**src/soc_pkg.sv**
```systemverilog
package soc_pkg;

    // ========================================
    // address map and memory size
    // ========================================

    // regions decoded on adr[31:12], 4 KiB each
    localparam logic [31:0] DMEM_BASE  = 32'h0000_0000;
    localparam logic [31:0] CLINT_BASE = 32'h0200_0000;
    localparam logic [31:0] GPIO_BASE  = 32'h2000_0000;

    // data memory depth in 32-bit words
    localparam int DMEM_WORDS = 256;
    localparam int DMEM_AW    = $clog2(DMEM_WORDS);

    // gpio register offsets
    localparam logic [11:0] GPIO_OUT = 12'h000;
    localparam logic [11:0] GPIO_OE  = 12'h004;
    localparam logic [11:0] GPIO_IN  = 12'h008;

    // clint register offsets
    localparam logic [11:0] MTIME_LO    = 12'h000;
    localparam logic [11:0] MTIME_HI    = 12'h004;
    localparam logic [11:0] MTIMECMP_LO = 12'h008;
    localparam logic [11:0] MTIMECMP_HI = 12'h00C;

    // ========================================
    // enums and bus structs
    // ========================================

    // load/store width, coded like rv32 funct3
    typedef enum logic [2:0] {
        MEM_BYTE   = 3'b000,
        MEM_HALF   = 3'b001,
        MEM_WORD   = 3'b010,
        MEM_BYTE_U = 3'b100,
        MEM_HALF_U = 3'b101
    } mem_op_e;

    typedef enum logic [1:0] {
        REGION_DMEM,
        REGION_GPIO,
        REGION_CLINT,
        REGION_NONE
    } region_e;

    typedef struct packed {
        logic [31:0] addr;
        logic [31:0] wdata;
        logic        write;
        mem_op_e     op;
    } proc_req_t;

    typedef struct packed {
        logic [31:0] rdata;
        logic        err;
    } proc_rsp_t;

    typedef struct packed {
        logic [31:0] adr;
        logic [31:0] dat;
        logic [3:0]  sel;
        logic        we;
        logic        cyc;
        logic        stb;
    } wb_m2s_t;

    typedef struct packed {
        logic [31:0] dat;
        logic        ack;
        logic        err;
    } wb_s2m_t;

    // byte-lane write merge, shared by all slaves
    function automatic logic [31:0] merge_lanes(
        input logic [31:0] old_word,
        input logic [31:0] new_word,
        input logic [3:0]  sel
    );
        logic [31:0] result;
        result = old_word;
        for (int i = 0; i < 4; i++)
        begin
            if (sel[i])
            begin
                result[8*i +: 8] = new_word[8*i +: 8];
            end
        end
        return result;
    endfunction

endpackage

```
**src/wb_intercon.sv**
```systemverilog
module wb_intercon (
    input  logic             clk,
    input  logic             reset_i,
    input  soc_pkg::wb_m2s_t m_i,
    output soc_pkg::wb_s2m_t m_o,
    output soc_pkg::wb_m2s_t dmem_o,
    output soc_pkg::wb_m2s_t gpio_o,
    output soc_pkg::wb_m2s_t clint_o,
    input  soc_pkg::wb_s2m_t dmem_i,
    input  soc_pkg::wb_s2m_t gpio_i,
    input  soc_pkg::wb_s2m_t clint_i
);

    soc_pkg::region_e region;
    logic             none_err_q;

    // ========================================
    // address decode on bits 31..12
    // ========================================
    always_comb
    begin
        if (m_i.adr[31:12] == soc_pkg::DMEM_BASE[31:12])
        begin
            region = soc_pkg::REGION_DMEM;
        end
        else if (m_i.adr[31:12] == soc_pkg::GPIO_BASE[31:12])
        begin
            region = soc_pkg::REGION_GPIO;
        end
        else if (m_i.adr[31:12] == soc_pkg::CLINT_BASE[31:12])
        begin
            region = soc_pkg::REGION_CLINT;
        end
        else
        begin
            region = soc_pkg::REGION_NONE;
        end
    end

    // fan out, only the hit slave sees stb
    always_comb
    begin
        dmem_o      = m_i;
        gpio_o      = m_i;
        clint_o     = m_i;
        dmem_o.stb  = m_i.stb & (region == soc_pkg::REGION_DMEM);
        gpio_o.stb  = m_i.stb & (region == soc_pkg::REGION_GPIO);
        clint_o.stb = m_i.stb & (region == soc_pkg::REGION_CLINT);
    end

    // unmapped address, one-cycle error pulse after stb
    always_ff @(posedge clk)
    begin
        if (reset_i)
        begin
            none_err_q <= 1'b0;
        end
        else
        begin
            none_err_q <= m_i.cyc & m_i.stb & (region == soc_pkg::REGION_NONE) & ~none_err_q;
        end
    end

    // response mux back to the master
    always_comb
    begin
        case (region)
            soc_pkg::REGION_DMEM:  m_o = dmem_i;
            soc_pkg::REGION_GPIO:  m_o = gpio_i;
            soc_pkg::REGION_CLINT: m_o = clint_i;
            default:               m_o = '{dat: 32'h0, ack: 1'b0, err: none_err_q};
        endcase
    end

endmodule

```
**config.mk**
```make
export PLATFORM = sky130hd
export DESIGN_NAME = wb_intercon
export DESIGN_NICKNAME = d
export VERILOG_FILES = /design/src/soc_pkg.sv /design/src/wb_intercon.sv
export SDC_FILE = /design/constraint.sdc
export NUM_CORES = 1
export LEC_CHECK = 0
export BUFFER_PORTS_ARGS = -buffer_cell sky130_fd_sc_hd__buf_2
export CAP_MARGIN = 0
export CORE_AREA = 2 2 163 165
export DETAILED_ROUTE_END_ITERATION = 16
export DIE_AREA = 0 0 165 167
export PLACE_DENSITY = 0.34
export SYNTH_ARGS = -nofsm -noshare
export SYNTH_HDL_FRONTEND = slang
export SYNTH_SLANG_ARGS = --single-unit
```
**constraint.sdc**
```tcl
create_clock -name clk -period 6.2 [get_ports clk]
set_input_delay 0.93 -clock clk [delete_from_list [all_inputs] [get_ports clk]]
set_output_delay 0.93 -clock clk [all_outputs]
set_load 0.03 [all_outputs]
```
==> summary.txt <==
die width - 165 microns
initial antenna violation count - 1
DRC - 0
post-place setup slack - 1.973 ns
fmax - 239.5 MHz
PortBufs - 225
Die H - 167 microns
CP endpoint kind - output port
largest net degree at the start of global routing - 30
Total GRT Usage - 0.05507
antenna cell count - 0
status - completed
setup tns final - 0 ns
Final HPWL DP - 7549 microns
largest reg by FF count - none_err_q
die area - 27,560 sq um
Clock Pin Slew Worst Setup and Hold Paths - 0 ns
IO Pins - 422
post-route ant nets - 0
Comb power frac - 0.950
worst-margin pin slew - 0.5673 ns
Syn Inst Count - 324
grt ovf - 0
Final Cycle Share - 0.6734
Net Sw Power - 82.42 uW
Yosys cell types - 26
EDFF count, synth - 0
post-layout min period - 4.175 ns
Worst EP required - 5.27 ns
Int Pwr - 58.07 uW
vias in the first global route - 1,772
CP Class - in -> out
Warnings, synthesis - 0
via density per instance - 2.941
top flop regs - none_err_q x1
via count - 1,956
drt pass-1 iters - 4
Setup Fix Bufs, Post-CTS - 0
Largest register FFs - 1
Synth area leader - buf_4
Starting DRT DRC Count - 25
ranking of synthesized cells by area - buf_4, mux2i_1, o2bb2ai_1
DR WL/cell - 13.20 microns
area share of the largest cell type after synthesis - 0.6389
sequential area share after synthesis - 0.008036
post-CTS sizing - 0
synth cell count leaders - buf_4, mux2i_1, o2bb2ai_1, nor2_1, a21oi_1
r2r setup slk - 5.55 ns
final hold vios - 0
Slew HR - 0.6210
FF+latch count, synth - 1
Sequential Power Share - 0.050
total power divided by cell area - 58.27 nW/um^2
ys flop type - dfxtp_1
final setup vio count - 0
Max Slew Vio Count - 0
worst clock skew - 0 ns
row count - 59
Starting Density - 0.09669
VDD IR max - 0.02158 mV
syn avg cell area - 7.689 sq um
total wire length - 8775 microns
Worst Path Max Fanout - 29
Core ar. - 25,760 sq um
number of max-cap violations - 0
final net count - 507
worst path arrival time - 3.24 ns
Final GP Congestion - 0.6008
Clk pwr share - 0
mapped cell area - 2491 sq um
leakage power - 1.169 nW
RSZ-0062 raised after global routing - false
Post-CTS Hold Fix Bufs - 0
Area Overhead vs Synth - -3.215%
switching share of power - 0.5867
Clk Latency, worst-skew pair - 0 ns
most common cell in the netlist - buf_4
CP startpoint kind - primary input
first-pass GRT wire length - 11,380 microns
Post-Syn Nets - 499
PnR worst setup slack - 2.025 ns
worst hold path class - reg -> reg
ys async rst share - 0
layout cells sized above 1 - 0.7061
## through the flow
step	cell area, sq um	power, mW	hold slack [ns]	instances	util
6_report	2411	0.1405	0.4598	665	0.09358
5_1_grt	2411	0.1522	0.4894	665	0.09358
4_1_cts	2411	0.1434	0.4585	665	0.09358
3_5_place_dp	2411	0.1429	0.4585	665	0.09358
3_3_place_gp	2411	0.1430	0.4510	665	0.09358
2_1_floorplan	2491	0.2782	0.4139	324	-
## worst paths after layout
check                           startpoint    endpoint  cells past startpoint
worst max-delay path               m_i[66]  clint_o[0]                      6
worst min-delay path            none_err_q  none_err_q                      1
worst max register to register  none_err_q  none_err_q                      1
worst min register to register  none_err_q  none_err_q                      1
## kinds of logic after synthesis
| kind of cell | Yosys count | share of synthesized area |
|---|---|---|
| and+or+nand+nor | 31 | 0.07635 |
| DFF | 1 | 0.008036 |
| buffers and inverters | 222 | 0.6625 |
| AOI/OAI and AO/OA | 36 | 0.1165 |
| muxes | 34 | 0.1366 |
## power groups by stage
| stage | registers [mW] | logic, mW | clock network [mW] |
|---|---|---|---|
| floorplan | 0.00697 | 0.271 | 0 |
| global placement | 0.00704 | 0.136 | 0 |
| detailed placement | 0.00706 | 0.136 | 0 |
| CTS | 0.00706 | 0.136 | 0 |
| global route | 0.00711 | 0.145 | 0 |
| finish | 0.00706 | 0.133 | 0 |
## cell usage in the layout, fill, tap and decap left out
cell       instances
o2bb2ai_1         27
or4_1              1
or4_4              2
nor4_2             1
a211o_1            1
nor4_1             3
buf_2            225
nor3b_1            2
a211oi_1           2
nor4_4             1
inv_1              1
or2_2              1
nor2b_1            1
or3_4              1
dfxtp_1            1
and2_1             1
nand2_1            3
and3_1             1
or2_0              1
mux2i_1           34
buf_4              2
nor2_1            12
a21oi_1            6
## critical path, cell delays in order
cell and delay (ns):
buf_2 0.12, or4_4 0.57, or4_4 0.57, or3_4 0.56, nor3b_1 0.24, buf_2 0.23
## cell type report
| type | count | area, sq um |
|---|---|---|
| multi-input combinational | 101 | 827.0 |
| fill | 3017 | 23350 |
| inverter | 1 | 3.754 |
| tap | 335 | 419.2 |
| sequential | 1 | 20.02 |
| timing repair buffer | 227 | 1141 |
## layer usage
| layer | share of wire | track usage | vias up | wire [microns] |
|---|---|---|---|---|
| met2 | 0.46 | 0.09402 | 202 | 4048 |
| met4 | 0.043 | 0.02268 | 2 | 379 |
| li1 | - | - | 886 | - |
| met5 | 0.0014 | 0 | - | 12 |
| met1 | 0.35 | 0.05971 | 827 | 3052 |
| met3 | 0.15 | 0.02267 | 39 | 1283 |
No activity file was read; power rests on OpenSTA's default activity.
