===== src/soc_pkg.sv =====
package soc_pkg;

    // ========================================
    // address map and memory size
    // ========================================

    // regions decoded on adr[31:12], 4 KiB each
    localparam logic [31:0] DMEM_BASE  = 32'h0000_0000;
    localparam logic [31:0] CLINT_BASE = 32'h0200_0000;
    localparam logic [31:0] GPIO_BASE  = 32'h2000_0000;

    // data memory depth in 32-bit words
    localparam int DMEM_WORDS = 256;
    localparam int DMEM_AW    = $clog2(DMEM_WORDS);

    // gpio register offsets
    localparam logic [11:0] GPIO_OUT = 12'h000;
    localparam logic [11:0] GPIO_OE  = 12'h004;
    localparam logic [11:0] GPIO_IN  = 12'h008;

    // clint register offsets
    localparam logic [11:0] MTIME_LO    = 12'h000;
    localparam logic [11:0] MTIME_HI    = 12'h004;
    localparam logic [11:0] MTIMECMP_LO = 12'h008;
    localparam logic [11:0] MTIMECMP_HI = 12'h00C;

    // ========================================
    // enums and bus structs
    // ========================================

    // load/store width, coded like rv32 funct3
    typedef enum logic [2:0] {
        MEM_BYTE   = 3'b000,
        MEM_HALF   = 3'b001,
        MEM_WORD   = 3'b010,
        MEM_BYTE_U = 3'b100,
        MEM_HALF_U = 3'b101
    } mem_op_e;

    typedef enum logic [1:0] {
        REGION_DMEM,
        REGION_GPIO,
        REGION_CLINT,
        REGION_NONE
    } region_e;

    typedef struct packed {
        logic [31:0] addr;
        logic [31:0] wdata;
        logic        write;
        mem_op_e     op;
    } proc_req_t;

    typedef struct packed {
        logic [31:0] rdata;
        logic        err;
    } proc_rsp_t;

    typedef struct packed {
        logic [31:0] adr;
        logic [31:0] dat;
        logic [3:0]  sel;
        logic        we;
        logic        cyc;
        logic        stb;
    } wb_m2s_t;

    typedef struct packed {
        logic [31:0] dat;
        logic        ack;
        logic        err;
    } wb_s2m_t;

    // byte-lane write merge, shared by all slaves
    function automatic logic [31:0] merge_lanes(
        input logic [31:0] old_word,
        input logic [31:0] new_word,
        input logic [3:0]  sel
    );
        logic [31:0] result;
        result = old_word;
        for (int i = 0; i < 4; i++)
        begin
            if (sel[i])
            begin
                result[8*i +: 8] = new_word[8*i +: 8];
            end
        end
        return result;
    endfunction

endpackage


===== src/clint_timer.sv =====
module clint_timer (
    input  logic             clk,
    input  logic             reset_i,
    input  soc_pkg::wb_m2s_t wb_i,
    output soc_pkg::wb_s2m_t wb_o,
    output logic             timer_irq_o
);

    logic [63:0] mtime_q;
    logic [63:0] mtimecmp_q;
    logic [31:0] rdata_q;
    logic        ack_q;
    logic        irq_q;
    logic        access;
    logic        wr;
    logic [11:0] offset;

    assign offset = wb_i.adr[11:0];
    assign access = wb_i.cyc & wb_i.stb & ~ack_q;
    assign wr     = access & wb_i.we;

    // ========================================
    // mtime, free running, word writable
    // ========================================
    always_ff @(posedge clk)
    begin
        if (reset_i)
        begin
            mtime_q <= 64'h0;
        end
        else if (wr && offset == soc_pkg::MTIME_LO)
        begin
            mtime_q[31:0] <= soc_pkg::merge_lanes(mtime_q[31:0], wb_i.dat, wb_i.sel);
        end
        else if (wr && offset == soc_pkg::MTIME_HI)
        begin
            mtime_q[63:32] <= soc_pkg::merge_lanes(mtime_q[63:32], wb_i.dat, wb_i.sel);
        end
        else
        begin
            mtime_q <= mtime_q + 64'd1;
        end
    end

    // compare value, all ones keeps irq off
    always_ff @(posedge clk)
    begin
        if (reset_i)
        begin
            mtimecmp_q <= '1;
        end
        else if (wr && offset == soc_pkg::MTIMECMP_LO)
        begin
            mtimecmp_q[31:0] <= soc_pkg::merge_lanes(mtimecmp_q[31:0], wb_i.dat, wb_i.sel);
        end
        else if (wr && offset == soc_pkg::MTIMECMP_HI)
        begin
            mtimecmp_q[63:32] <= soc_pkg::merge_lanes(mtimecmp_q[63:32], wb_i.dat, wb_i.sel);
        end
    end

    // read mux, ack and registered irq
    always_ff @(posedge clk)
    begin
        if (access)
        begin
            case (offset)
                soc_pkg::MTIME_LO:    rdata_q <= mtime_q[31:0];
                soc_pkg::MTIME_HI:    rdata_q <= mtime_q[63:32];
                soc_pkg::MTIMECMP_LO: rdata_q <= mtimecmp_q[31:0];
                soc_pkg::MTIMECMP_HI: rdata_q <= mtimecmp_q[63:32];
                default:              rdata_q <= 32'h0;
            endcase
        end
    end

    always_ff @(posedge clk)
    begin
        if (reset_i)
        begin
            ack_q <= 1'b0;
            irq_q <= 1'b0;
        end
        else
        begin
            ack_q <= access;
            irq_q <= (mtime_q >= mtimecmp_q);
        end
    end

    assign wb_o        = '{dat: rdata_q, ack: ack_q, err: 1'b0};
    assign timer_irq_o = irq_q;

endmodule


===== config.mk =====
export PLATFORM = sky130hd
export DESIGN_NAME = clint_timer
export DESIGN_NICKNAME = d
export VERILOG_FILES = /design/src/soc_pkg.sv /design/src/clint_timer.sv
export SDC_FILE = /design/constraint.sdc
export NUM_CORES = 1
export LEC_CHECK = 0
export BUFFER_PORTS_ARGS = -buffer_cell sky130_fd_sc_hd__buf_2
export CORE_MARGIN = 8
export CORE_UTILIZATION = 49
export DETAILED_ROUTE_END_ITERATION = 7
export PLACE_DENSITY_LB_ADDON = 0.1
export SETUP_SLACK_MARGIN = 0.05
export SLEW_MARGIN = 20
export SYNTH_ARGS = -nofsm -noshare
export SYNTH_HDL_FRONTEND = slang
export SYNTH_SLANG_ARGS = --single-unit

===== constraint.sdc =====
create_clock -name clk -period 7.95 [get_ports clk]
set_clock_uncertainty 0.2 [all_clocks]
set_input_delay 0 -clock clk [delete_from_list [all_inputs] [get_ports clk]]
set_output_delay 0 -clock clk [all_outputs]
set_load 0.05 [all_outputs]

==> key figures <==
Job
  – MaxCap Viol Count: 0

Run status
  – Status: finished clean

Route
  – Post-DRT Antenna Nets: 0
  – Drt pass-1 iters: 5
  – Routed WL: 31.98 mm
  – DR WL/cell: around 21 um
  – Drt via density: ~6.2
  – Starting DRT DRC Count: ~900
  – DRC: 0
  – Vias: between 9000 and 10000

Synth
  – Synthesized area: ~10000 um2
  – Post-Synthesis Cells: roughly 1100
  – Number of synthesized flops with an enable pin: 32
  – Avg Inst Size Synth: just under 9 um2
  – Top post-synthesis cells by area: dfxtp_1 (26%), edfxtp_1 (9.7%), ha_1 (8.2%)
  – Yosys top cell by area: dfxtp_1
  – Synthesis Warnings: 0
  – Sequential element share of the synthesized area: ~36%
  – Synth Flop Type: dfxtp_1
  – Yosys top cell area share: a little over a quarter
  – Synthesized net count: 1275
  – Netlist cell types: between 60 and 70
  – #FFs+latches synth: 162
  – Asr flop ratio synth: 0%

Clock network
  – Post-cts sizing count: 0
  – CTS tree: built
  – # clock sinks: ~160
  – Worst-path clk slew: 0.07 ns
  – TritonCTS Buffers: 17
  – CTS H-tree depth: 4
  – Worst-skew pair later-pin latency: between 0.4 and 0.5 ns
  – Root Driver: clkbuf_16
  – Clock Path Buffers: 2

Power
  – Power Density: 161.7 nW/um2
  – Max rail drop VDD: ~0.13 mV
  – Comb power frac: slightly above 7%
  – Leak: roughly 4.9 nW
  – Share of power burned in registers: 45.2%
  – Pint: between 1 and 1.5 mW
  – Clk pwr share: a little under half
  – P_sw: 0.4371 mW
  – Switching Fraction: approximately a quarter

Worst hold path
  – Worst Hold Class: in2reg

Floorplan
  – Initial Utilization: between 40% and 50%
  – Row count: 52
  – DIE AREA: 25120 um2
  – Num ports: between 100 and 150
  – Chip width: roughly 160 um
  – Core Area: 20100 um2
  – Die Y: 158.5 um

Timing
  – Fin crit share: between 40% and 50%
  – Least-Margin Pin Slew: roughly 1.0 ns
  – Slew Limit Fails: 0
  – Final Hold Fails: 0
  – Max-slew headroom: between 20% and 30%
  – Minimum clock period: ~3.4 ns
  – RSZ-0062 raised after global routing: false
  – Final setup vio count: 0
  – Final Hold Slack: approximately 0.11 ns
  – Setup_tns: 0 ns
  – Highest Clock Rate: slightly below 300 MHz

Place
  – Detailed Place HPWL: approximately 23 mm
  – Placed Instances: 1438
  – IO buf count: between 80 and 90
  – RD Place Congestion: about 0.95

Setup path
  – WS Path Type: reg2reg
  – Crit path launch type: flip-flop
  – Critical Path, Cell by Cell: nand4_4 -> nor4_2 -> nand3_1 -> nor4_2 -> nand4_1 -> and3_1
  – CP required: between 8 and 9 ns
  – Buffers & Inverters on Critical Path: 0
  – Most used cell, CP: nor4_2
  – Max stage delay on crit path: approximately 0.84 ns
  – CP arrival: 3.51 ns
  – Setup crit end kind: flip-flop
  – CP top delay family: simple AND/OR/NAND/NOR gates
  – Worst Path Max Fanout: 13
  – Slowest cell on crit path: nor4_2

GRT
  – First-pass GRT wire length: between 40 and 50 mm
  – Largest net degree at the start of global routing: 65
  – Total gr overflow: 0
  – Initial antenna violation count: 0
  – Gr usage total: between 20 and 30%
  – Vias in the first global route: a little under 9000

Final layout
  – Antenna cells: 0
  – Share of cells above drive strength 1: about 14%
  – # nets final: 1365
  – Layout area overhead: 16.36%
  – Post-route non-filler standard cell count: between 1500 and 2000
[registers in the layout, indices dropped and copies added, names as in the netlist]
signal       cells
mtime_q         64
mtimecmp_q      64
rdata_q         32
ack_q            1
timer_irq_o      1
[cells in the mapped netlist, types with 4 or more instances]
cell,n
a2111oi_0,4
a211o_1,8
a211oi_1,26
a21oi_1,65
a221oi_1,5
a311oi_1,7
a31oi_1,10
and2_1,48
and3_1,26
and4_1,11
buf_1,4
clkbuf_1,59
dfxtp_1,130
edfxtp_1,32
ha_1,65
inv_1,72
mux2i_1,14
mux4_2,32
nand2_1,131
nand3_1,53
nand3b_1,4
nand4_1,35
nor2_1,56
nor3_1,38
nor4_1,22
o211ai_1,69
o21ai_0,38
or3_1,8
xor2_1,5
[worst paths after layout]
| path | slack (ns) | end | cells after the start | startpoint |
|---|---|---|---|---|
| max | 4.57 | mtime_q[50] | 6 | mtime_q[6] |
| min | 0.11 | mtime_q[59] | 5 | wb_i[47] |
| max reg2reg | 4.57 | mtime_q[50] | 6 | mtime_q[6] |
| min reg2reg | 0.32 | mtimecmp_q[28] | 2 | mtimecmp_q[28] |
[power groups by stage]
stage | Combinational, mW | Clock (mW) | Sequential, mW
2_1_floorplan | 0.0536 | 0 | 0.884
3_3_place_gp | 0.119 | 0 | 0.864
3_5_place_dp | 0.120 | 0 | 0.865
4_1_cts | 0.135 | 0.901 | 0.846
5_1_grt | 0.143 | 0.934 | 0.847
6_report | 0.135 | 0.891 | 0.846
[final cells by class]
class,count,area [um2]
Fill cell,1865,8527
Multi-Input combinational cell,834,5854
Sequential cell,162,3563
Timing Repair Buffer,138,920.9
Clock buffer,23,467.9
Tap cell,270,337.8
Inverter,74,277.8
Clock inverter,9,155.1
[kinds of logic after synthesis]
group | Yosys count | share of synthesized area, %
other | 1 | 0.03769
flip-flops | 162 | 35.81
AND/OR/NAND/NOR | 452 | 23.58
multiplexers | 48 | 8.878
adder cells (fa/ha/maj) | 65 | 8.174
XOR/XNOR | 8 | 0.7043
buffers and inverters | 141 | 5.420
AO/OA/AOI/OAI | 260 | 17.39
[stage by stage]
step	power (mW)	setup slack (ns)	cell area [um2]	utilization, %
detailed placement	0.9844	4.550	10550	52.50
CTS	1.883	4.691	11580	57.59
global placement	0.9830	4.636	10550	52.50
global route	1.924	4.416	11580	57.59
finish	1.873	4.567	11580	57.59
floorplan	0.9379	5.191	9950	-
[worst register-to-register path: stages (launching register included)]
cell	delay, ns
dfxtp_1	0.58
nand4_4	0.21
nor4_2	0.52
nand3_1	0.54
nor4_2	0.85
nand4_1	0.17
and3_1	0.21
[repair_timing]
item                      CTS  global route
hold endpoints to repair  129             0
hold buffers               40             0
setup buffers               0             0
[placed cells by master (no fill, tap or decap), types with 4 or more instances in the layout]
cell             n
and4_1          11
nor4_1          22
and3_1          26
clkbuf_1         4
a31oi_1         10
o21ai_0         38
nor3_1          37
and2_1          48
o211ai_1        69
nor2_1          55
buf_2           86
clkbuf_16       17
a2111oi_0        4
mux4_2          32
a311oi_1         7
a21oi_1         65
mux2i_1         14
ha_1            65
edfxtp_1        32
xor2_1           5
a221oi_1         5
nand2_1        131
a211o_1          8
buf_4           12
bufinv_16        4
dfxtp_1        130
dlygate4sd3_1   40
nand3b_1         4
a211oi_1        26
or3_1            8
nand4_1         35
inv_1           72
nand3_1         53
[routing by layer]
metal / track usage [%] / up-vias / part of all wire, %
met5: 0 / - / 0
met4: 9.789 / 0 / 2.5
met3: 6.352 / 57 / 8.2
met2: 39.71 / 354 / 44
met1: 34.83 / 4536 / 45
li1: - / 4439 / -
No activity file was read; power rests on OpenSTA's default activity.
