$ cat src/soc_pkg.sv
package soc_pkg;

    // ========================================
    // address map and memory size
    // ========================================

    // regions decoded on adr[31:12], 4 KiB each
    localparam logic [31:0] DMEM_BASE  = 32'h0000_0000;
    localparam logic [31:0] CLINT_BASE = 32'h0200_0000;
    localparam logic [31:0] GPIO_BASE  = 32'h2000_0000;

    // data memory depth in 32-bit words
    localparam int DMEM_WORDS = 256;
    localparam int DMEM_AW    = $clog2(DMEM_WORDS);

    // gpio register offsets
    localparam logic [11:0] GPIO_OUT = 12'h000;
    localparam logic [11:0] GPIO_OE  = 12'h004;
    localparam logic [11:0] GPIO_IN  = 12'h008;

    // clint register offsets
    localparam logic [11:0] MTIME_LO    = 12'h000;
    localparam logic [11:0] MTIME_HI    = 12'h004;
    localparam logic [11:0] MTIMECMP_LO = 12'h008;
    localparam logic [11:0] MTIMECMP_HI = 12'h00C;

    // ========================================
    // enums and bus structs
    // ========================================

    // load/store width, coded like rv32 funct3
    typedef enum logic [2:0] {
        MEM_BYTE   = 3'b000,
        MEM_HALF   = 3'b001,
        MEM_WORD   = 3'b010,
        MEM_BYTE_U = 3'b100,
        MEM_HALF_U = 3'b101
    } mem_op_e;

    typedef enum logic [1:0] {
        REGION_DMEM,
        REGION_GPIO,
        REGION_CLINT,
        REGION_NONE
    } region_e;

    typedef struct packed {
        logic [31:0] addr;
        logic [31:0] wdata;
        logic        write;
        mem_op_e     op;
    } proc_req_t;

    typedef struct packed {
        logic [31:0] rdata;
        logic        err;
    } proc_rsp_t;

    typedef struct packed {
        logic [31:0] adr;
        logic [31:0] dat;
        logic [3:0]  sel;
        logic        we;
        logic        cyc;
        logic        stb;
    } wb_m2s_t;

    typedef struct packed {
        logic [31:0] dat;
        logic        ack;
        logic        err;
    } wb_s2m_t;

    // byte-lane write merge, shared by all slaves
    function automatic logic [31:0] merge_lanes(
        input logic [31:0] old_word,
        input logic [31:0] new_word,
        input logic [3:0]  sel
    );
        logic [31:0] result;
        result = old_word;
        for (int i = 0; i < 4; i++)
        begin
            if (sel[i])
            begin
                result[8*i +: 8] = new_word[8*i +: 8];
            end
        end
        return result;
    endfunction

endpackage

$ cat src/wb_bridge.sv
module wb_bridge (
    input  logic               clk,
    input  logic               reset_i,
    input  logic               req_i,
    input  soc_pkg::proc_req_t req_data_i,
    output logic               ack_o,
    output soc_pkg::proc_rsp_t rsp_o,
    output soc_pkg::wb_m2s_t   wb_o,
    input  soc_pkg::wb_s2m_t   wb_i
);

    typedef enum logic [1:0] {
        ST_IDLE,
        ST_BUS,
        ST_DONE
    } state_e;

    state_e      state;
    logic        bus_q;
    logic [31:0] adr_q;
    logic [31:0] dat_q;
    logic [3:0]  sel_q;
    logic        we_q;
    logic [31:0] rdata_q;
    logic        err_q;

    logic [3:0]  sel;
    logic [31:0] wdata_lanes;
    logic        misaligned;
    logic [31:0] lane_data;
    logic [31:0] load_data;
    logic        bus_done;

    // ========================================
    // lane steering for stores
    // ========================================
    always_comb
    begin
        case (req_data_i.op)
            soc_pkg::MEM_BYTE, soc_pkg::MEM_BYTE_U:
            begin
                sel         = 4'b0001 << req_data_i.addr[1:0];
                wdata_lanes = {4{req_data_i.wdata[7:0]}};
                misaligned  = 1'b0;
            end
            soc_pkg::MEM_HALF, soc_pkg::MEM_HALF_U:
            begin
                sel         = req_data_i.addr[1] ? 4'b1100 : 4'b0011;
                wdata_lanes = {2{req_data_i.wdata[15:0]}};
                misaligned  = req_data_i.addr[0];
            end
            soc_pkg::MEM_WORD:
            begin
                sel         = 4'b1111;
                wdata_lanes = req_data_i.wdata;
                misaligned  = |req_data_i.addr[1:0];
            end
            default:
            begin
                // reserved op codes get refused like a misalign
                sel         = 4'b0000;
                wdata_lanes = req_data_i.wdata;
                misaligned  = 1'b1;
            end
        endcase
    end

    // ========================================
    // load lane pick and extension
    // ========================================
    always_comb
    begin
        // addressed lane down to bit 0
        lane_data = wb_i.dat >> {req_data_i.addr[1:0], 3'b000};
        case (req_data_i.op)
            soc_pkg::MEM_BYTE:   load_data = {{24{lane_data[7]}}, lane_data[7:0]};
            soc_pkg::MEM_BYTE_U: load_data = {24'h0, lane_data[7:0]};
            soc_pkg::MEM_HALF:   load_data = {{16{lane_data[15]}}, lane_data[15:0]};
            soc_pkg::MEM_HALF_U: load_data = {16'h0, lane_data[15:0]};
            default:             load_data = lane_data;
        endcase
    end

    assign bus_done = wb_i.ack | wb_i.err;

    // handshake and bus cycle control
    always_ff @(posedge clk)
    begin
        if (reset_i)
        begin
            state <= ST_IDLE;
            ack_o <= 1'b0;
            bus_q <= 1'b0;
        end
        else
        begin
            case (state)
                ST_IDLE:
                begin
                    if (req_i && misaligned)
                    begin
                        // refused here, bus untouched
                        state <= ST_DONE;
                        ack_o <= 1'b1;
                    end
                    else if (req_i)
                    begin
                        state <= ST_BUS;
                        bus_q <= 1'b1;
                    end
                end
                ST_BUS:
                begin
                    if (bus_done)
                    begin
                        state <= ST_DONE;
                        ack_o <= 1'b1;
                        bus_q <= 1'b0;
                    end
                end
                ST_DONE:
                begin
                    // hold response until master lets go
                    if (!req_i)
                    begin
                        state <= ST_IDLE;
                        ack_o <= 1'b0;
                    end
                end
                default: state <= ST_IDLE;
            endcase
        end
    end

    // request and response payload
    always_ff @(posedge clk)
    begin
        if (state == ST_IDLE && req_i)
        begin
            adr_q   <= {req_data_i.addr[31:2], 2'b00};
            dat_q   <= wdata_lanes;
            sel_q   <= sel;
            we_q    <= req_data_i.write;
            rdata_q <= 32'h0;
            err_q   <= misaligned;
        end
        else if (state == ST_BUS && bus_done)
        begin
            rdata_q <= wb_i.err ? 32'h0 : load_data;
            err_q   <= wb_i.err;
        end
    end

    // classic cycle, stb tracks cyc
    assign wb_o = '{adr: adr_q, dat: dat_q, sel: sel_q, we: we_q, cyc: bus_q, stb: bus_q};
    assign rsp_o = '{rdata: rdata_q, err: err_q};

endmodule

$ cat config.mk
export PLATFORM = sky130hd
export DESIGN_NAME = wb_bridge
export DESIGN_NICKNAME = d
export VERILOG_FILES = /design/src/soc_pkg.sv /design/src/wb_bridge.sv
export SDC_FILE = /design/constraint.sdc
export NUM_CORES = 1
export LEC_CHECK = 0
export BUFFER_PORTS_ARGS = -buffer_cell sky130_fd_sc_hd__buf_2
export CAP_MARGIN = 40
export CELL_PAD_IN_SITES_DETAIL_PLACEMENT = 2
export CELL_PAD_IN_SITES_GLOBAL_PLACEMENT = 2
export CORE_UTILIZATION = 30
export DETAILED_ROUTE_END_ITERATION = 8
export PLACE_DENSITY_LB_ADDON = 0.1
export RECOVER_POWER = 100
export SLEW_MARGIN = 5
export SYNTH_ARGS = -nofsm -noshare
export SYNTH_HDL_FRONTEND = slang
export SYNTH_SLANG_ARGS = --single-unit
$ cat constraint.sdc
create_clock -name clk -period 3.7 [get_ports clk]
set_input_delay 0.185 -clock clk [delete_from_list [all_inputs] [get_ports clk]]
set_output_delay 0.185 -clock clk [all_outputs]
set_load 0.005 [all_outputs]
==> impl_metrics.json <==
{
  "synth-async-reset-ratio": 0,
  "drt-initial-drc-count": 175,
  "grt_pass1_wl_um": 19700,
  "syn_inst": 333,
  "fmax_ghz": 0.374,
  "grt_pass1_vias": 3650,
  "drive_gt1_frac": 0.328,
  "setup_viol": 0,
  "clock_skew_ns": 0.00939,
  "worstPathRequired_ns": 3.75,
  "overflow": 0,
  "drt_wl_total_um": 12800,
  "grt_max_degree": 42,
  "irDropWorstVdd_mv": 0.215,
  "cts_setup_buffers": 0,
  "fin_area_mm2": 0.00584,
  "place_congestion": 0.719,
  "first_pass_iters": 4,
  "power_frac_clock": 0.364,
  "cts_resized": 0,
  "area_growth_pct": 34.2,
  "violations": "max-capacitance violations, max-slew violations",
  "status": "finished, violations left",
  "placed_cell_area_mm2": 0.00548,
  "layout_min_cycle_time_ns": 2.68,
  "fp-row-count": 43,
  "htreeDepth": 3,
  "powerDensity_mw_per_mm2": 451,
  "start_util": 0.311,
  "numClockSinks": 104,
  "drc": 0,
  "worst-slew-pin-transition_ns": 1.63,
  "cts_hold_buffers": 16,
  "yosysTopAreaCell": "edfxtp_1",
  "maxSlewHeadroom": -0.0854,
  "yosys-top-cells-area": "edfxtp_1 (47%), dfxtp_1 (17%), mux2i_1 (5.1%), mux2_2 (4.1%), nand2_1 (3.2%)",
  "dp_cells": 695,
  "ys_seq_area_frac": 0.635,
  "fin_tns_setup_ns": 0,
  "pwr-share-comb": 0.124,
  "cap_viol_max_count": 2,
  "cts_buffer_depth": 2,
  "final_cell_count_no_fill": 728,
  "synth_seq_cells": 104,
  "clockRootBuffer": "clkbuf_16",
  "die_h_um": 122,
  "syn-cell-area_mm2": 0.00435,
  "antenna_found_initial": 0,
  "synth_edf_count": 68,
  "finalMaxSlewViolations": 68,
  "finalHoldViolations": 0,
  "hold_path.class": "in -> reg",
  "clk_pin_slew_ns": 0.07,
  "power.switching_uw": 620,
  "timing.hold.ws_ns": 0.0143,
  "dp.final_hpwl_um": 9250,
  "post-route-util": 0.417,
  "setup_ws_ns": 1.02,
  "port_buffers": 207,
  "worstSetupStartpointType": "flip-flop",
  "rsz0062_at_grt": "no",
  "viasPerCell": 4.78,
  "intPower_mw": 2.01,
  "die-width_um": 122,
  "cp-end-kind": "flip-flop",
  "num_vias": 3483,
  "final_antenna_net_count": 0,
  "post-route-period-util": 0.723,
  "finalPower_mw": 2.63,
  "ys_types": 39,
  "setup.worst_path.class": "reg -> reg",
  "insertion_delay_ns": 0.35,
  "core-area_mm2": 0.0140,
  "cp_max_fo": 33,
  "fp.dieArea_mm2": 0.0150,
  "io-pin-count": 210,
  "cts_made_buffers": 9,
  "syn_avg_cell_area_um2": 13.1,
  "cts_tree": "done",
  "p_leak_nw": 2.36,
  "ys_warn_count": 0,
  "pwr-share-seq": 0.512,
  "grt_usage": 0.176,
  "yosys.area.top_type_share": 0.470,
  "wire_per_inst_um": 17.6,
  "n_antenna_cell": 0,
  "cp_data_arrival_time_ns": 2.73,
  "synth-main-ff-cell": "edfxtp_1",
  "nNetsFinal": 648,
  "place_ws_ns": 1.27,
  "power.share.switching": 0.236
}
## cells by family after synthesis
group | count (synthesis) | share of synthesized area
flip-flops | 104 | 0.635
AO/OA/AOI/OAI | 81 | 0.138
AND/OR/NAND/NOR | 73 | 0.0831
multiplexers | 40 | 0.101
buffers and inverters | 34 | 0.0423
other | 1 | 0.000862
## synth_stat cells, types with 2 or more instances
cell,number
nand2_1,37
edfxtp_1,68
clkbuf_1,10
nand3b_1,7
mux2_2,16
inv_1,5
nor3b_2,2
o2bb2ai_1,15
and2b_1,2
a221o_1,6
buf_2,9
nor2b_1,2
o31ai_1,2
mux2i_1,22
a21oi_1,19
buf_4,8
o21ai_0,22
a31oi_1,2
buf_6,2
dfxtp_1,36
or2_2,2
a221o_2,10
nor2_1,13
## layer usage
| layer | GRT usage | share of wire | up-vias |
|---|---|---|---|
| met2 | 0.307 | 0.50 | 116 |
| met4 | 0.0716 | 0.018 | 0 |
| met3 | 0.0335 | 0.057 | 17 |
| met1 | 0.212 | 0.42 | 1686 |
| li1 | - | - | 1664 |
| met5 | 0 | 0 | - |
## state kept, by name, indices dropped and copies added, names as in the netlist
| signal | flops |
|---|---|
| dat_q | 32 |
| we_q | 1 |
| adr_q | 30 |
| sel_q | 4 |
| ack_o | 1 |
| bus_q | 1 |
| err_q | 1 |
| state | 2 |
| rdata_q | 32 |
## power by group through the flow
stage | Combinational, mW | Sequential [mW] | Clock (mW)
global route | 0.365 | 1.35 | 1.03
detailed placement | 0.333 | 1.37 | 0
floorplan | 0.153 | 1.38 | 0
finish | 0.326 | 1.35 | 0.957
global placement | 0.324 | 1.37 | 0
CTS | 0.347 | 1.35 | 0.989
## cells in the final DEF, fill, tap and decap left out, types with 10 or more instances in the layout
cell type	count
nor2_1	13
edfxtp_1	68
mux2_2	16
a21oi_1	19
dfxtp_1	36
nand2_1	37
mux2i_1	22
a221o_2	10
clkbuf_1	79
o2bb2ai_1	15
o21ai_0	22
dlygate4sd3_1	17
buf_2	131
## critical path, stage by stage, from the launching register on
cell and delay (ns):
dfxtp_1 0.46, inv_1 0.10, and3_4 0.30, a21oi_1 0.16, clkbuf_1 1.19, inv_1 0.15
## path summary, 6_finish.rpt
path / from / endpoint / cells after the start / slack, ns
max: state[0] / err_q / 5 / 1.02
min: req_data_i[38] / adr_q[2] / 1 / 0.01
max reg2reg: state[0] / err_q / 5 / 1.02
min reg2reg: rdata_q[7] / rdata_q[7] / 1 / 0.46
## cell type report
cell class              instances  area (um2)
clock inverters                 3        42.5
multi-input cells             196        1410
inverters                       5        18.8
fillers                      1567        8150
repair buffers                227        1130
clock buffers                  13         250
well taps                     180         225
flip-flops and latches        104        2760
No activity file was read; power rests on OpenSTA's default activity.
