`src/soc_pkg.sv`:
```
package soc_pkg;

    // ========================================
    // address map and memory size
    // ========================================

    // regions decoded on adr[31:12], 4 KiB each
    localparam logic [31:0] DMEM_BASE  = 32'h0000_0000;
    localparam logic [31:0] CLINT_BASE = 32'h0200_0000;
    localparam logic [31:0] GPIO_BASE  = 32'h2000_0000;

    // data memory depth in 32-bit words
    localparam int DMEM_WORDS = 256;
    localparam int DMEM_AW    = $clog2(DMEM_WORDS);

    // gpio register offsets
    localparam logic [11:0] GPIO_OUT = 12'h000;
    localparam logic [11:0] GPIO_OE  = 12'h004;
    localparam logic [11:0] GPIO_IN  = 12'h008;

    // clint register offsets
    localparam logic [11:0] MTIME_LO    = 12'h000;
    localparam logic [11:0] MTIME_HI    = 12'h004;
    localparam logic [11:0] MTIMECMP_LO = 12'h008;
    localparam logic [11:0] MTIMECMP_HI = 12'h00C;

    // ========================================
    // enums and bus structs
    // ========================================

    // load/store width, coded like rv32 funct3
    typedef enum logic [2:0] {
        MEM_BYTE   = 3'b000,
        MEM_HALF   = 3'b001,
        MEM_WORD   = 3'b010,
        MEM_BYTE_U = 3'b100,
        MEM_HALF_U = 3'b101
    } mem_op_e;

    typedef enum logic [1:0] {
        REGION_DMEM,
        REGION_GPIO,
        REGION_CLINT,
        REGION_NONE
    } region_e;

    typedef struct packed {
        logic [31:0] addr;
        logic [31:0] wdata;
        logic        write;
        mem_op_e     op;
    } proc_req_t;

    typedef struct packed {
        logic [31:0] rdata;
        logic        err;
    } proc_rsp_t;

    typedef struct packed {
        logic [31:0] adr;
        logic [31:0] dat;
        logic [3:0]  sel;
        logic        we;
        logic        cyc;
        logic        stb;
    } wb_m2s_t;

    typedef struct packed {
        logic [31:0] dat;
        logic        ack;
        logic        err;
    } wb_s2m_t;

    // byte-lane write merge, shared by all slaves
    function automatic logic [31:0] merge_lanes(
        input logic [31:0] old_word,
        input logic [31:0] new_word,
        input logic [3:0]  sel
    );
        logic [31:0] result;
        result = old_word;
        for (int i = 0; i < 4; i++)
        begin
            if (sel[i])
            begin
                result[8*i +: 8] = new_word[8*i +: 8];
            end
        end
        return result;
    endfunction

endpackage

```
`src/gpio_port.sv`:
```
module gpio_port (
    input  logic             clk,
    input  logic             reset_i,
    input  soc_pkg::wb_m2s_t wb_i,
    output soc_pkg::wb_s2m_t wb_o,
    input  logic [31:0]      gpio_in_i,
    output logic [31:0]      gpio_out_o,
    output logic [31:0]      gpio_oe_o
);

    logic [31:0] out_q;
    logic [31:0] oe_q;
    logic [31:0] in_meta_q;
    logic [31:0] in_sync_q;
    logic [31:0] rdata_q;
    logic        ack_q;
    logic        access;
    logic [11:0] offset;

    assign offset = wb_i.adr[11:0];
    assign access = wb_i.cyc & wb_i.stb & ~ack_q;

    // ========================================
    // output and enable registers
    // ========================================
    always_ff @(posedge clk)
    begin
        if (reset_i)
        begin
            out_q <= 32'h0;
            oe_q  <= 32'h0;
        end
        else if (access && wb_i.we)
        begin
            // unknown offsets and GPIO_IN drop the write
            if (offset == soc_pkg::GPIO_OUT)
            begin
                out_q <= soc_pkg::merge_lanes(out_q, wb_i.dat, wb_i.sel);
            end
            else if (offset == soc_pkg::GPIO_OE)
            begin
                oe_q <= soc_pkg::merge_lanes(oe_q, wb_i.dat, wb_i.sel);
            end
        end
    end

    // two-flop sync on the pins
    always_ff @(posedge clk)
    begin
        in_meta_q <= gpio_in_i;
        in_sync_q <= in_meta_q;
    end

    // read mux, registered
    always_ff @(posedge clk)
    begin
        if (access)
        begin
            case (offset)
                soc_pkg::GPIO_OUT: rdata_q <= out_q;
                soc_pkg::GPIO_OE:  rdata_q <= oe_q;
                soc_pkg::GPIO_IN:  rdata_q <= in_sync_q;
                default:           rdata_q <= 32'h0;
            endcase
        end
    end

    always_ff @(posedge clk)
    begin
        if (reset_i)
        begin
            ack_q <= 1'b0;
        end
        else
        begin
            ack_q <= access;
        end
    end

    assign wb_o       = '{dat: rdata_q, ack: ack_q, err: 1'b0};
    assign gpio_out_o = out_q;
    assign gpio_oe_o  = oe_q;

endmodule

```
`config.mk`:
```
export PLATFORM = sky130hd
export DESIGN_NAME = gpio_port
export DESIGN_NICKNAME = d
export VERILOG_FILES = /design/src/soc_pkg.sv /design/src/gpio_port.sv
export SDC_FILE = /design/constraint.sdc
export NUM_CORES = 1
export LEC_CHECK = 0
export ABC_AREA = 1
export CORE_ASPECT_RATIO = 0.7
export CORE_MARGIN = 5
export CORE_UTILIZATION = 30
export CTS_CLUSTER_SIZE = 24
export DETAILED_ROUTE_END_ITERATION = 7
export DONT_BUFFER_PORTS = 1
export PLACE_DENSITY_LB_ADDON = 0.12
export SYNTH_ARGS = -nofsm -noshare
export SYNTH_HDL_FRONTEND = slang
export SYNTH_SLANG_ARGS = --single-unit
```
`constraint.sdc`:
```
create_clock -name clk -period 2.95 [get_ports clk]
set_clock_uncertainty 0.2 [all_clocks]
set_input_delay 0.295 -clock clk [delete_from_list [all_inputs] [get_ports clk]]
set_output_delay 0.295 -clock clk [all_outputs]
set_load 0.01 [all_outputs]
```
==> impl_metrics.csv, run 1 <==
group,metric,value,unit
yosys,synthesis.nets,782,
worst_setup_path,critPathLaunchType,"register",
place,dpl_worst_slack,0.711,ns
timing,maxSlewHeadroom,51.0,%
cts,path_clk_slew,0.07,ns
yosys,synth_seq_area_share,60.0,%
flow_run,maxCapViolCount,0,
drt,routedWlPerCell,15.1,um
timing,drv_slew,0,
timing,period_minus_slack,2.07,ns
worst_setup_path,path_cells,"inv_1, nand4_1, nor2_1, nand3_2, nor2_1, nor2_1",
worst_setup_path,worstSetupPathDepth,6,
global_route,grt_usage,14.0,%
place,gp_congestion,0.731,
worst_setup_path,r2r_slack,0.88,ns
timing,fmax,482,MHz
finish,n_antenna_cell,0,
floorplan,die_w,178,um
global_route,grt_pass1_wl,24100,um
global_route,grt_pass1_vias,4268,
yosys,synth_top_cell_by_area,"dfxtp_1",
yosys,syn_avg_cell_area,8.73,um2
worst_setup_path,cpLargestDelayFamily,"simple AND/OR/NAND/NOR gates",
worst_setup_path,cp.required,3.06,ns
global_route,antenna_found_initial,2,
hold_path,hold_path.startpoint,"in_meta_q[21]$_DFF_P_",
place,dpl.cell_count,928,
floorplan,pin_count,203,
yosys,yosysWarnings,0,
worst_setup_path,rr_endpoint,"gpio_out_o[23]$_SDFFE_PP0P_",
finish,stdcell_count,1026,
floorplan,start_util,30.2,%
floorplan,core-area,0.0196,mm2
drt,dr.pass1.iters,4,
power_and_ir_drop,ir_drop,0.354,mV
worst_setup_path,cp_slowest_cell,"nand3_2",
timing,setup_viol,0,
status,outcome,"finished clean",
cts,cts_setup_buffers,0,
place,dpl_cell_area,0.00612,mm2
finish,nFillCells,2026,
yosys,synth_area,0.00591,mm2
cts,cts-root-buf,"clkbuf_16",
floorplan,num_rows,43,
yosys,yosysTopAreaCellShare,43.7,%
power_and_ir_drop,leakage,3.44,nW
cts,htreeDepth,4,
drt,viasPerCell,4.16,
drt,drc,0,
yosys,synthTopCellsByArea,"dfxtp_1 44%, edfxtp_1 16%, nand2_1 13%",
yosys,netlist_instances,677,
timing,tightestPinTransition,0.735,ns
cts,cts_num_sinks,161,
timing,hold_viol,0,
cts,clk_path_buf_depth,2,
cts,cts_tree,"yes",
drt,wirelength,15500,um
timing,rsz0062_at_grt,"false",
finish,area.growth.synth_to_final,24.3,%
floorplan,fp.dieArea,0.0226,mm2
place,dp_hpwl,10700,um
cts,clk_latency,0.41,ns
worst_setup_path,rr_worst_depth,6,
cts,numCtsBuffers,17,
cts,ctsHoldBuffers,66,
worst_setup_path,crit_top_cell,"nor2_1",
worst_setup_path,r2r-start,"ack_q$_SDFF_PP0_",
power_and_ir_drop,p_per_area,620,mW/mm2
timing,setup_slack,0.877,ns
finish,finalInstanceArea,0.00734,mm2
finish,seq_area,0.00354,mm2
yosys,synth-seq-cells,161,
timing,min_period_over_period,70.3,%
worst_setup_path,cp_num_buf_inv,1,
timing,setup_tns,0,ns
floorplan,die_y,127,um
finish,drive_gt1_share,12.7,%
hold_path,hold_path_class,"reg2reg",
worst_setup_path,cp_max_fo,16,
drt,drtIter0Drc,170,
finish,final_nets,848,
finish,multi_input_area,0.00189,mm2
hold_path,min_to,"in_sync_q[21]$_DFF_P_",
hold_path,hold_depth,0,
worst_setup_path,critPathArrivalTime,2.18,ns
place,port_buffers,0,
drt,antenna_left,0,
global_route,grt-ovfl-total,0,
finish,post-route-util,37.5,%
yosys,yosysUniqueCellTypes,25,
worst_setup_path,cp-end-kind,"register",
worst_setup_path,critPathKind,"reg2reg",
drt,via_count,4264,
cts,cts_resized,0,
global_route,grt_max_degree,65,
worst_setup_path,critPathMaxStageDelay,0.39,ns
-- cells in the final DEF (no fill, tap or decap), types with 3 or more instances in the layout --
cell type      instances
buf_4                  7
clkbuf_16             17
clkinvlp_4             3
dfxtp_1              129
dlygate4sd3_1         66
edfxtp_1              32
inv_1                 73
inv_6                  5
nand2_1              205
nand2_2               22
nand3_1               15
nand3_2               22
nand3_4                4
nor2_1               135
nor2_2                 3
-- how the worst max path moves through the flow --
stage	startpoint	endpoint
finish	ack_q$_SDFF_PP0_	gpio_out_o[23]$_SDFFE_PP0P_
global route	ack_q$_SDFF_PP0_	gpio_out_o[22]$_SDFFE_PP0P_
CTS	ack_q$_SDFF_PP0_	gpio_out_o[9]$_SDFFE_PP0P_
detailed placement	wb_i[44]	rdata_q[9]$_DFFE_PN_
global placement	wb_i[44]	rdata_q[9]$_DFFE_PN_
floorplan	ack_q$_SDFF_PP0_	rdata_q[0]$_DFFE_PN_
-- registers in the layout (all words and copies together) (netlist names) --
register and cells:
gpio_oe_o 32, in_meta_q 32, in_sync_q 32, ack_q 1, rdata_q 32, gpio_out_o 32
-- area by class of cell --
cell class / count / share of cell area (%)
flip-flops and latches: 161 / 48.2
clock inverters: 14 / 1.77
inverters: 74 / 3.78
well taps: 270 / 4.60
repair buffers: 74 / 9.98
multi-input cells: 415 / 25.8
clock buffers: 18 / 5.84
-- where the power goes --
group	switching (mW)	internal [mW]	leakage (nW)
Sequential	0.0246	2.30	1.38
Combinational	0.0611	0.0655	1.79
Clock	0.925	1.18	0.267
-- synth_stat cells, drive strengths merged --
cell    number
conb         1
nand4        1
dfxtp      129
edfxtp      32
nand2      227
nor4         1
nor2       140
buf         18
and2         2
nor3         2
clkbuf       9
inv         74
nand3       41
-- kinds of logic after synthesis --
family / Yosys count / share of synthesized area, %
other: 1 / 0.0635
and+or+nand+nor: 414 / 31.6
buffers and inverters: 101 / 8.30
DFF: 161 / 60.0
-- per-layer routing --
layer	wire length [um]	GRT usage [%]	up-vias	share of wire [%]
met5	27	0	-	0.17
met4	175	4.27	4	1.1
met3	1550	7.07	19	10
met2	7130	22.3	146	46
met1	6610	16.7	1935	43
li1	-	-	2160	-
-- through the flow --
| stage | hold slack [ns] | total power [mW] |
|---|---|---|
| after floorplan | 0.110 | 2.40 |
| after global placement | 0.111 | 2.42 |
| after detailed placement | 0.112 | 2.43 |
| after CTS | 0.123 | 4.62 |
| after global routing | 0.131 | 4.75 |
| final | 0.124 | 4.55 |
(Power assumes the default switching activity.)
==> inputs of run 2 (changes only) <==
--- a/config.mk
+++ b/config.mk
@@ -5,7 +5,7 @@
 export SDC_FILE = /design/constraint.sdc
 export NUM_CORES = 1
 export LEC_CHECK = 0
-export ABC_AREA = 1
+export ABC_AREA = 0
 export CORE_ASPECT_RATIO = 0.7
 export CORE_MARGIN = 5
 export CORE_UTILIZATION = 30
==> constraint.sdc (replaced) <==
create_clock -name clk -period 1.8 [get_ports clk]
set_clock_uncertainty 0.2 [all_clocks]
set_input_delay 0.18 -clock clk [delete_from_list [all_inputs] [get_ports clk]]
set_output_delay 0.18 -clock clk [all_outputs]
set_load 0.01 [all_outputs]
==> impl_metrics.csv, run 2 <==
group,metric,value,unit
status,outcome,"finished clean",
hold_path,hold_path_class,"in2reg",
global_route,grt_pass1_vias,4299,
yosys,yosysMostFrequentCell,"dfxtp_1",
yosys,synth_seq_area_share,63.7,%
timing,fmax,604,MHz
cts,cts_setup_buffers,0,
finish,n_antenna_cell,0,
worst_setup_path,rr_worst_depth,3,
yosys,yosysUniqueCellTypes,27,
drt,drc,0,
cts,path_clk_slew,0.07,ns
cts,clk_latency,0.41,ns
floorplan,die_w,173,um
floorplan,fp.dieArea,0.0214,mm2
global_route,grt_pass1_wl,24300,um
yosys,synthTopCellsByArea,"dfxtp_1 46%, edfxtp_1 17%, a222oi_1 5.8%",
yosys,synth_area,0.00556,mm2
yosys,ys_top_cells_by_count,"129 x dfxtp_1, 60 x o21ai_0, 33 x nand3_1",
drt,routedWlPerCell,19.4,um
yosys,synth-seq-cells,161,
global_route,antenna_found_initial,0,
yosys,yosysWarnings,0,
worst_setup_path,critPathKind,"reg2reg",
timing,fin_hold_ws,0.0412,ns
cts,clk_path_buf_depth,2,
worst_setup_path,cp-end-kind,"register",
hold_path,hold_depth,3,
worst_setup_path,critPathLaunchType,"register",
place,dp_hpwl,10300,um
finish,final_nets,657,
global_route,grt_max_degree,98,
drt,topRoutingLayerUsed,"met4",
finish,area.growth.synth_to_final,28.4,%
floorplan,pin_count,203,
place,dpl_cell_area,0.00583,mm2
timing,hold_viol,0,
drt,wirelength,15500,um
floorplan,start_util,30.7,%
worst_setup_path,cp.required,1.90,ns
worst_setup_path,critPathArrivalTime,1.75,ns
power_and_ir_drop,p_per_area,1070,mW/mm2
timing,min_period_over_period,92.0,%
global_route,grt-ovfl-total,0,
drt,drtIter0Drc,332,
worst_setup_path,cpLargestDelayFamily,"buffers and inverters",
cts,cts_num_sinks,161,
yosys,netlist_instances,488,
timing,drv_slew,0,
yosys,synth-edff-count,32,
drt,viasPerCell,5.11,
worst_setup_path,cp_slowest_cell,"dlygate4sd3_1",
worst_setup_path,cp_num_buf_inv,1,
yosys,ys.flop_type,"dfxtp_1",
finish,finalInstanceArea,0.00714,mm2
floorplan,num_rows,41,
cts,htreeDepth,4,
drt,m1WireLength,7010,um
worst_setup_path,critPathMaxStageDelay,0.55,ns
flow_run,maxCapViolCount,0,
drt,route.met3.wl,1580,um
yosys,yosysTopAreaCellShare,46.4,%
power_and_ir_drop,fin_total_pwr,7.64,mW
finish,layout_common_cells,"129 x dfxtp_1, 71 x dlygate4sd3_1, 59 x o21ai_0",
finish,drive_gt1_share,10.4,%
worst_setup_path,cp_max_fo,5,
timing,rsz0062_at_grt,"false",
floorplan,core-area,0.0181,mm2
floorplan,die_y,124,um
drt,wl_met2,6730,um
yosys,synthesis.nets,593,
cts,cts_tree,"yes",
worst_setup_path,path_cells,"and3b_4, dlygate4sd3_1, nor2b_1",
yosys,synth_top_cell_by_area,"dfxtp_1",
drt,dr.pass1.iters,7,
drt,via_count,4092,
cts,cts-root-buf,"clkbuf_16",
power_and_ir_drop,leakage,2.66,nW
finish,layout_commonest_cell,"dfxtp_1",
power_and_ir_drop,ir_drop,0.575,mV
yosys,async_reset_ff_share,0,%
place,port_buffers,0,
drt,antenna_left,0,
timing,period_minus_slack,1.66,ns
timing,setup_viol,0,
worst_setup_path,worstSetupPathDepth,3,
place,gp_congestion,0.753,
yosys,syn_avg_cell_area,11.4,um2
finish,nFillCells,1759,
cts,numCtsBuffers,17,
global_route,grt_usage,14.5,%
run 2: cell count changes after synthesis, moves of 32 or more:
cell      change
inv_1        -41
a222oi_1     +32
nand4b_1     +32
a21oi_1      +32
o21ai_0      +60
nor2_1      -133
nand2_1     -202
nand2b_1     +32
run 2: per-stage QoR:
stage	setup TNS [ns]	worst slack [ns]	util (%)	cells
6_report	0	0.143	39.4	801
5_1_grt	0	0.0115	39.4	801
4_1_cts	0	0.0404	39.4	801
3_5_place_dp	-0.221	-0.0283	32.2	697
3_3_place_gp	-0.0540	-0.0100	32.2	697
2_1_floorplan	-0.0831	-0.0130	-	488
run 2: cell families after synthesis:
| group | after synthesis | synth area share, % |
|---|---|---|
| buf+inv | 77 | 6.89 |
| simple gates | 121 | 14.9 |
| flops | 161 | 63.7 |
| compound gates | 128 | 14.4 |
| other cells | 1 | 0.0674 |
run 2: timing repair:
item / in CTS / in global routing
endpoints found under the setup margin: 14 / 19
hold buffers: 72 / 0
gates resized for setup: 1 / 3
endpoints found under the hold margin: 97 / 0
gates cloned: 0 / 0
run 2: layout make-up:
cell class                 count  area [um2]  share of cell area, %
clock inverter                12         131                   1.84
multi-input combinational    250        1650                   23.1
inverter                      32         120                   1.68
tap                          236         295                   4.14
clock buffer                  20         437                   6.12
sequential                   161        3540                   49.6
timing repair buffer          90         961                   13.5
run 2: path summary, 6_finish.rpt:
check	startpoint	to	slack (ns)
setup reg to reg	ack_q$_SDFF_PP0_	ack_q$_SDFF_PP0_	0.14
hold / removal	wb_i[5]	gpio_oe_o[17]$_SDFFE_PP0P_	0.04
hold reg to reg	in_meta_q[24]$_DFF_P_	in_sync_q[24]$_DFF_P_	0.12
setup / recovery	ack_q$_SDFF_PP0_	ack_q$_SDFF_PP0_	0.14
run 2: routing by layer:
layer	track usage, %	vias to the layer above
met2	21.7	190
met1	19.2	1974
li1	-	1910
met4	4.66	0
met5	0	-
met3	6.04	18
run 2: power breakdown:
group	switching, mW	internal [mW]	total (mW)
sequential	0.0506	3.78	3.83
combinational	0.111	0.153	0.263
clock	1.49	2.05	3.54
run 2: worst min-delay path: cells and delay by family:
family | cells | cell delay [ns]
compound gates | 2 | 0.27
simple gates | 1 | 0.17
